File: src/rtl/backend_cfg_pkg.sv
`default_nettype none

package backend_cfg_pkg;

    // physical register tag, 64 registers.
    localparam int PREG_WIDTH = 6;

    // integer data path width.
    localparam int XLEN = 32;

    // ordering tag carried through to writeback.
    localparam int ROB_WIDTH = 5;

    // immediate field, sign-extended in the ALU.
    localparam int IMM_WIDTH = 12;

endpackage

`default_nettype wire

File: src/rtl/issue_types_pkg.sv
`default_nettype none

package issue_types_pkg;

    typedef enum logic [2:0] {
        ALU_ADD = 3'd0,
        ALU_SUB = 3'd1,
        ALU_AND = 3'd2,
        ALU_OR  = 3'd3,
        ALU_XOR = 3'd4,
        ALU_SLL = 3'd5,
        ALU_SRL = 3'd6,
        ALU_SLT = 3'd7
    } alu_op_e;

    // source tags and their ready bits, 14 bits.
    typedef struct packed {
        logic [backend_cfg_pkg::PREG_WIDTH-1:0] rs1;
        logic [backend_cfg_pkg::PREG_WIDTH-1:0] rs2;
        logic                                   rs1_ready;
        logic                                   rs2_ready;
    } issue_status_t;

    // payload handed to the ALU, 27 bits.
    typedef struct packed {
        alu_op_e                                op;
        logic                                   use_imm;
        logic [backend_cfg_pkg::IMM_WIDTH-1:0]  imm;
        logic [backend_cfg_pkg::PREG_WIDTH-1:0] rd;
        logic [backend_cfg_pkg::ROB_WIDTH-1:0]  rob_idx;
    } issue_bundle_t;

endpackage

`default_nettype wire

File: src/rtl/issue_bank_if.sv
`default_nettype none

interface issue_bank_if #(
    parameter int BANK_DEPTH = 4,
    parameter int ALU_NUM = 2
);
    localparam int CNT_W = $clog2(BANK_DEPTH + 1);

    // dispatch side.
    logic                          en;
    issue_types_pkg::issue_status_t status;
    issue_types_pkg::issue_bundle_t bundle;

    // occupancy and issue read-out.
    logic                                   full;
    logic [CNT_W-1:0]                       count;
    logic                                   issue_en;
    logic [backend_cfg_pkg::PREG_WIDTH-1:0] rs1;
    logic [backend_cfg_pkg::PREG_WIDTH-1:0] rs2;
    issue_types_pkg::issue_bundle_t         bundle_o;

    // wakeup broadcast, one tag per ALU.
    logic [ALU_NUM-1:0]                                  wb_en;
    logic [ALU_NUM-1:0][backend_cfg_pkg::PREG_WIDTH-1:0] wb_tag;

    modport bank (
        input  en, status, bundle, wb_en, wb_tag,
        output full, count, issue_en, rs1, rs2, bundle_o
    );

    modport queue (
        output en, status, bundle, wb_en, wb_tag,
        input  full, count, issue_en, rs1, rs2, bundle_o
    );

endinterface

`default_nettype wire

File: src/rtl/bank_sorter.sv
`default_nettype none

module bank_sorter #(
    parameter int ALU_NUM = 2,
    parameter int BANK_DEPTH = 4
) (
    input  logic                                             clk,
    input  logic                                             rst_n_i,
    input  logic [ALU_NUM-1:0][$clog2(BANK_DEPTH + 1)-1:0]   count_i,
    output logic [ALU_NUM-1:0][$clog2(ALU_NUM)-1:0]          order_o
);
    localparam int IDX_W = $clog2(ALU_NUM);

    logic [ALU_NUM-1:0][IDX_W-1:0] rank;
    logic [ALU_NUM-1:0][IDX_W-1:0] order_d;

    // rank is the number of banks that sort ahead; ties go to the lower index.
    always_comb begin
        order_d = '0;
        for (int b = 0; b < ALU_NUM; b++) begin
            rank[b] = '0;
            for (int c = 0; c < ALU_NUM; c++) begin
                if (count_i[c] < count_i[b] || (count_i[c] == count_i[b] && c < b)) begin
                    rank[b] = rank[b] + 1'b1;
                end
            end
        end
        for (int b = 0; b < ALU_NUM; b++) begin
            order_d[rank[b]] = IDX_W'(b);
        end
    end

    always_ff @(posedge clk) begin
        if (!rst_n_i) begin
            for (int k = 0; k < ALU_NUM; k++) begin
                order_o[k] <= IDX_W'(k);
            end
        end else begin
            order_o <= order_d;
        end
    end

endmodule

`default_nettype wire

File: src/rtl/int_issue_queue.sv
`default_nettype none

module int_issue_queue #(
    parameter int ALU_NUM = 2,
    parameter int BANK_DEPTH = 4,
    parameter int DISPATCH_WIDTH = 2
) (
    input  logic                                                  clk,
    input  logic                                                  rst_n_i,
    input  logic [DISPATCH_WIDTH-1:0]                             dis_en_i,
    input  issue_types_pkg::issue_status_t [DISPATCH_WIDTH-1:0]   dis_status_i,
    input  issue_types_pkg::issue_bundle_t [DISPATCH_WIDTH-1:0]   dis_bundle_i,
    output logic                                                  dis_full_o,
    input  logic [ALU_NUM-1:0]                                    wb_en_i,
    input  logic [ALU_NUM-1:0][backend_cfg_pkg::PREG_WIDTH-1:0]   wb_rd_i,
    output logic [ALU_NUM-1:0][backend_cfg_pkg::PREG_WIDTH-1:0]   rf_rs1_o,
    output logic [ALU_NUM-1:0][backend_cfg_pkg::PREG_WIDTH-1:0]   rf_rs2_o,
    input  logic [ALU_NUM-1:0][backend_cfg_pkg::XLEN-1:0]         rf_rs1_data_i,
    input  logic [ALU_NUM-1:0][backend_cfg_pkg::XLEN-1:0]         rf_rs2_data_i,
    output logic [ALU_NUM-1:0]                                    alu_en_o,
    output logic [ALU_NUM-1:0][backend_cfg_pkg::XLEN-1:0]         alu_rs1_data_o,
    output logic [ALU_NUM-1:0][backend_cfg_pkg::XLEN-1:0]         alu_rs2_data_o,
    output issue_types_pkg::issue_bundle_t [ALU_NUM-1:0]          alu_bundle_o
);
    localparam int CNT_W = $clog2(BANK_DEPTH + 1);
    localparam int IDX_W = $clog2(ALU_NUM);

    issue_bank_if #(.BANK_DEPTH(BANK_DEPTH), .ALU_NUM(ALU_NUM)) bank_if [ALU_NUM] ();

    logic [ALU_NUM-1:0]                     bank_en;
    logic [ALU_NUM-1:0]                     bank_full;
    logic [ALU_NUM-1:0]                     issue_en;
    logic [ALU_NUM-1:0][CNT_W-1:0]          bank_count;
    logic [ALU_NUM-1:0][IDX_W-1:0]          order;
    issue_types_pkg::issue_status_t [ALU_NUM-1:0] bank_status;
    issue_types_pkg::issue_bundle_t [ALU_NUM-1:0] bank_bundle;
    issue_types_pkg::issue_bundle_t [ALU_NUM-1:0] issue_bundle;

    for (genvar b = 0; b < ALU_NUM; b++) begin : g_bank
        issue_bank #(
            .BANK_DEPTH(BANK_DEPTH),
            .ALU_NUM   (ALU_NUM)
        ) u_bank (
            .clk    (clk),
            .rst_n_i(rst_n_i),
            .io     (bank_if[b])
        );

        assign bank_if[b].en     = bank_en[b];
        assign bank_if[b].status = bank_status[b];
        assign bank_if[b].bundle = bank_bundle[b];
        assign bank_if[b].wb_en  = wb_en_i;
        assign bank_if[b].wb_tag = wb_rd_i;
        assign bank_full[b]      = bank_if[b].full;
        assign bank_count[b]     = bank_if[b].count;
        assign issue_en[b]       = bank_if[b].issue_en;
        assign issue_bundle[b]   = bank_if[b].bundle_o;
        assign rf_rs1_o[b]       = bank_if[b].rs1;
        assign rf_rs2_o[b]       = bank_if[b].rs2;
    end

    bank_sorter #(
        .ALU_NUM   (ALU_NUM),
        .BANK_DEPTH(BANK_DEPTH)
    ) u_sorter (
        .clk    (clk),
        .rst_n_i(rst_n_i),
        .count_i(bank_count),
        .order_o(order)
    );

    // stall every slot if any enabled slot lands on a full bank.
    always_comb begin
        dis_full_o = 1'b0;
        for (int k = 0; k < DISPATCH_WIDTH; k++) begin
            if (dis_en_i[k] && bank_full[order[k]]) dis_full_o = 1'b1;
        end
    end

    // slot k goes to bank order[k].
    always_comb begin
        bank_en     = '0;
        bank_status = '0;
        bank_bundle = '0;
        for (int b = 0; b < ALU_NUM; b++) begin
            for (int k = 0; k < DISPATCH_WIDTH; k++) begin
                if (order[k] == IDX_W'(b)) begin
                    bank_en[b]     = dis_en_i[k] & ~dis_full_o;
                    bank_status[b] = dis_status_i[k];
                    bank_bundle[b] = dis_bundle_i[k];
                end
            end
        end
    end

    always_ff @(posedge clk) begin
        if (!rst_n_i) begin
            alu_en_o <= '0;
        end else begin
            alu_en_o <= issue_en;
        end
    end

    always_ff @(posedge clk) begin
        alu_rs1_data_o <= rf_rs1_data_i;
        alu_rs2_data_o <= rf_rs2_data_i;
        alu_bundle_o   <= issue_bundle;
    end

endmodule

`default_nettype wire

File: src/rtl/issue_bank.sv
`default_nettype none

module issue_bank #(
    parameter int BANK_DEPTH = 4,
    parameter int ALU_NUM = 2
) (
    input logic        clk,
    input logic        rst_n_i,
    issue_bank_if.bank io
);
    localparam int IDX_W = $clog2(BANK_DEPTH);

    logic [BANK_DEPTH-1:0]                  valid;
    // older[i][j] is set when entry i arrived before entry j.
    logic [BANK_DEPTH-1:0][BANK_DEPTH-1:0]  older;
    issue_types_pkg::issue_status_t         status_q [BANK_DEPTH];
    issue_types_pkg::issue_bundle_t         bundle_q [BANK_DEPTH];
    logic [BANK_DEPTH-1:0]                  wake1;
    logic [BANK_DEPTH-1:0]                  wake2;
    logic [BANK_DEPTH-1:0]                  ready;
    logic [BANK_DEPTH-1:0]                  grant;
    logic [BANK_DEPTH-1:0]                  free_oh;
    logic [IDX_W-1:0]                       sel_idx;
    logic                                   in_wake1;
    logic                                   in_wake2;

    // tag match against every writeback port, for stored and incoming entries.
    always_comb begin
        in_wake1 = 1'b0;
        in_wake2 = 1'b0;
        for (int a = 0; a < ALU_NUM; a++) begin
            if (io.wb_en[a] && io.wb_tag[a] == io.status.rs1) in_wake1 = 1'b1;
            if (io.wb_en[a] && io.wb_tag[a] == io.status.rs2) in_wake2 = 1'b1;
        end
        for (int i = 0; i < BANK_DEPTH; i++) begin
            wake1[i] = 1'b0;
            wake2[i] = 1'b0;
            for (int a = 0; a < ALU_NUM; a++) begin
                if (io.wb_en[a] && io.wb_tag[a] == status_q[i].rs1) wake1[i] = 1'b1;
                if (io.wb_en[a] && io.wb_tag[a] == status_q[i].rs2) wake2[i] = 1'b1;
            end
            ready[i] = valid[i] & status_q[i].rs1_ready & status_q[i].rs2_ready;
        end
    end

    // an entry wins when no other ready entry is older.
    always_comb begin
        sel_idx = '0;
        for (int i = 0; i < BANK_DEPTH; i++) begin
            grant[i] = ready[i];
            for (int j = 0; j < BANK_DEPTH; j++) begin
                if (j != i && ready[j] && older[j][i]) grant[i] = 1'b0;
            end
            if (grant[i]) sel_idx = IDX_W'(i);
        end
    end

    // lowest free slot.
    assign free_oh = ~valid & (valid + 1'b1);

    always_ff @(posedge clk) begin
        if (!rst_n_i) begin
            valid <= '0;
            older <= '0;
        end else begin
            valid <= (valid & ~grant) | (free_oh & {BANK_DEPTH{io.en}});
            for (int i = 0; i < BANK_DEPTH; i++) begin
                if (io.en && free_oh[i]) begin
                    for (int j = 0; j < BANK_DEPTH; j++) begin
                        older[i][j] <= 1'b0;
                        older[j][i] <= (j != i);
                    end
                end
            end
        end
    end

    always_ff @(posedge clk) begin
        for (int i = 0; i < BANK_DEPTH; i++) begin
            if (io.en && free_oh[i]) begin
                status_q[i]           <= io.status;
                status_q[i].rs1_ready <= io.status.rs1_ready | in_wake1;
                status_q[i].rs2_ready <= io.status.rs2_ready | in_wake2;
                bundle_q[i]           <= io.bundle;
            end else begin
                if (wake1[i]) status_q[i].rs1_ready <= 1'b1;
                if (wake2[i]) status_q[i].rs2_ready <= 1'b1;
            end
        end
    end

    always_comb begin
        io.count = '0;
        for (int i = 0; i < BANK_DEPTH; i++) begin
            io.count = io.count + valid[i];
        end
    end

    assign io.full     = &valid;
    assign io.issue_en = |ready;
    assign io.rs1      = status_q[sel_idx].rs1;
    assign io.rs2      = status_q[sel_idx].rs2;
    assign io.bundle_o = bundle_q[sel_idx];

endmodule

`default_nettype wire

File: config.mk
export PLATFORM = sky130hd
export DESIGN_NAME = int_issue_queue
export DESIGN_NICKNAME = d
export VERILOG_FILES = /design/src/rtl/backend_cfg_pkg.sv /design/src/rtl/issue_types_pkg.sv /design/src/rtl/issue_bank_if.sv /design/src/rtl/bank_sorter.sv /design/src/rtl/int_issue_queue.sv /design/src/rtl/issue_bank.sv
export SDC_FILE = /design/constraint.sdc
export NUM_CORES = 1
export LEC_CHECK = 0
export ABC_CLOCK_PERIOD_IN_PS = 3900
export BUFFER_PORTS_ARGS = -buffer_cell sky130_fd_sc_hd__clkbuf_2
export CAP_MARGIN = 20
export CORE_ASPECT_RATIO = 0.5
export CORE_MARGIN = 8
export CORE_UTILIZATION = 60
export CTS_CLUSTER_DIAMETER = 40
export CTS_CLUSTER_SIZE = 16
export DETAILED_ROUTE_END_ITERATION = 8
export PLACE_DENSITY = 0.82
export REMOVE_ABC_BUFFERS = 1
export SLEW_MARGIN = 10
export SYNTH_ARGS = -nofsm -noshare
export SYNTH_HDL_FRONTEND = slang
export SYNTH_SLANG_ARGS = --single-unit
File: constraint.sdc
create_clock -name clk -period 3.9 [get_ports clk]
set_input_delay 0.195 -clock clk [delete_from_list [all_inputs] [get_ports clk]]
set_output_delay 0.195 -clock clk [all_outputs]
set_load 0.01 [all_outputs]
==> impl_metrics.ini <==
[status]
outcome = completed

[global_route]
grt_pass1_wl_mm = 103
grt_use_total_pct = 29.1
antenna_found_initial = 14
grt_pass1_vias = 17800
overflow = 0
grt_max_degree = 55

[synthesis]
syn_inst = 1884
synth_edf_count = 328
synth_common_cells = edfxtp_1, nand2_1, dfxtp_1
yosysTopAreaCell = edfxtp_1
netlist_area_sq_mm = 0.0225
yosys-top-cells-area = edfxtp_1, dfxtp_1, xnor2_1, nand2_1, xor2_1
avgSynthCellArea_sq_um = 12.0
synth_cell_type_count = 70
synth.most_common_cell = edfxtp_1
synth_flop_cell = edfxtp_1
synth_seq_area_share_pct = 63.0
yosysTopAreaCellShare_pct = 43.7
yosysWarnings = 0
ys_ff_latch = 546
async_reset_ff_share_pct = 0

[cells_and_area]
final_layout_size_suffix_gt1_share_pct = 22.9
regArea_sq_mm = 0.0142
final_nets = 2636
fillCellCount = 2357
syn_to_final_growth_pct = 23.0
post_layout_nonfiller_instances = 2941
multiInputGateArea_sq_mm = 0.00758

[placed_design]
dp_cells = 2717
io_buffers = 436
place_hpwl_mm = 44.8
globalplace.congestion = 0.897

[timing]
fin_skew_ps = 21.0
finalSetupViolCount = 0
fin_crit_sh_pct = 81.4
finalCriticalPeriod_ps = 3170
hold_viol_final = 0
grt_setup_unrepaired = no
setup_tns_ps = 0
relSlewSlack_pct = 18.7
tightest_slew_ps = 1220
slew_violations = 0
fmax_mhz = 315

[cts]
clk_latency_ps = 570
cts-htree-levels = 2
cts-buffers-inserted = 44
post-cts-setup-buffers = 0
cts_hold_buf = 128
cts-resized-gates = 0
clock_sinks = 546
clkSlewWorstSetupHoldPaths_ps = 70
clk_path_buf_depth = 3
clock-root-buffer = clkbuf_16
cts_tree = built

[floorplan]
row_count = 50
dieArea_sq_mm = 0.0444
die-width_um = 290
core-area_sq_mm = 0.0372
initial_core_util_pct = 60.6
io_pins = 437
die_h_um = 153

[setup_path]
required_ps = 3700
crit_chain = and3_1, nand2_1, nand4_1, buf_4, nand2_1, and3_1, o31ai_1, clkbuf_2
worstSetupPathType = flop to output port
cp_max_fo = 13
critPathCaptureType = output port
startpoint_type = flop
worstPathArrival_ps = 2980
cp_slowest_cell = nand4_1
worst_path_largest_cell_delay_ps = 440

[power]
p_leak_nw = 11.3
p_int_mw = 11.1
swShare_pct = 30.7
total_power_mw = 16.0
seqPwrFrac_pct = 48.1
peakVddDrop_v = 0.000342
pwr_density_cell_mw_per_mm2 = 577
p_comb_share_pct = 25.0
switchingPower_mw = 4.92
clockPowerShare_pct = 26.9

[route]
drt_iter0_markers = 1782
viasPerCell = 5.98
drc = 0
final_antenna_net_count = 0
wl_per_cell_um = 23.3
finalWirelength_mm = 68.5
vias = 17600
drt_pre_antenna_iters = 5

[job]
cap_violations = 0

[min_path]
worstHoldPathType = input port to flop
power groups by stage:
stage | Combinational, mW | Sequential [mW] | Clock (mW)
floorplan | 2.11 | 7.95 | 0
global placement | 3.72 | 7.79 | 0
detailed placement | 3.82 | 7.81 | 0
CTS | 3.96 | 7.69 | 4.30
finish | 4.00 | 7.70 | 4.30
global route | 4.28 | 7.77 | 4.56
logic make-up after synthesis:
kind of cell | Yosys count | synth area share [%]
AOI/OAI and AO/OA | 326 | 11.3
xor gates and xnor gates | 229 | 8.89
adders and majority gates | 11 | 0.677
buffers and inverters | 173 | 3.48
DFF | 546 | 63.0
muxes | 4 | 0.200
and+or+nand+nor | 595 | 12.5
worst max-delay path: cells and delay by family, from the launching register on:
family          cells  cell delay (ps)
compound gates      1              310
simple gates        5             1140
buf+inv             2              520
flops               1              430
metrics by stage:
step | util (%) | setup WS, ps | cell area [sq um] | hold slack [ps]
after floorplan | - | -330 | 21900 | 223
after global placement | 67.3 | 1340 | 25100 | 297
after detailed placement | 67.3 | 1270 | 25100 | 299
after CTS | 74.4 | 745 | 27700 | 7.10
after global routing | 74.5 | 508 | 27700 | 20.1
final | 74.5 | 727 | 27700 | 20.5
layout by cell type, fill, tap and decap left out, types with 10 or more instances in the layout:
cell,netlist,routed
o31ai_1,41,41
clkbuf_16,0,45
buf_4,10,32
and3_1,56,55
edfxtp_1,328,328
a21oi_1,22,22
a21o_1,41,41
nand2_1,267,267
a31oi_1,12,12
nand3_1,22,21
clkbuf_1,49,20
nor2_1,109,109
nor4_1,27,27
dfxtp_1,218,217
a22oi_1,10,10
xnor2_1,116,116
dlygate4sd3_1,0,128
a311oi_1,39,39
nand4_1,35,35
clkbuf_2,1,436
a22o_1,62,62
xor2_1,113,113
inv_1,38,35
diode_2,0,15
nor2b_1,26,24
o21ai_0,33,33
layer usage:
layer,track usage (%),routed length [um]
met5,0,0
met4,12.5,2780
met3,7.11,6740
met2,51.3,34300
met1,34.0,24600
flip-flops by register name, indices dropped and copies added, names as in the netlist:
register	count
g_bank.u_bank.older	24
u_sorter.order_o	2
g_bank.u_bank.status_q	112
alu_rs1_data_o	64
alu_rs2_data_o	64
g_bank.u_bank.bundle_q	216
g_bank.u_bank.valid	8
alu_bundle_o	54
alu_en_o	2
cell type report:
class,instances,area share (%)
Sequential cell,546,51.3
Multi-Input combinational cell,1165,27.3
Timing Repair Buffer,600,13.6
Clock buffer,67,4.43
Tap cell,494,2.23
Inverter,40,0.541
Clock inverter,14,0.411
Antenna cell,15,0.135
worst paths after layout:
| kind | start | endpoint | slack (ps) | depth (start not counted) |
|---|---|---|---|---|
| worst max register to register | u_sorter.order_o[1]$_SDFF_PN1_ | g_bank[1].u_bank.bundle_q[1][11]$_DFFE_PP_ | 1160 | 6 |
| worst max-delay path | g_bank[1].u_bank.valid[0]$_SDFF_PN0_ | rf_rs1_o[11] | 730 | 8 |
| worst min-delay path | dis_bundle_i[8] | g_bank[0].u_bank.bundle_q[2][8]$_DFFE_PP_ | 20 | 2 |
| worst min register to register | g_bank[0].u_bank.bundle_q[3][26]$_DFFE_PP_ | alu_bundle_o[26]$_DFF_P_ | 440 | 1 |
No activity file was read; power rests on OpenSTA's default activity.
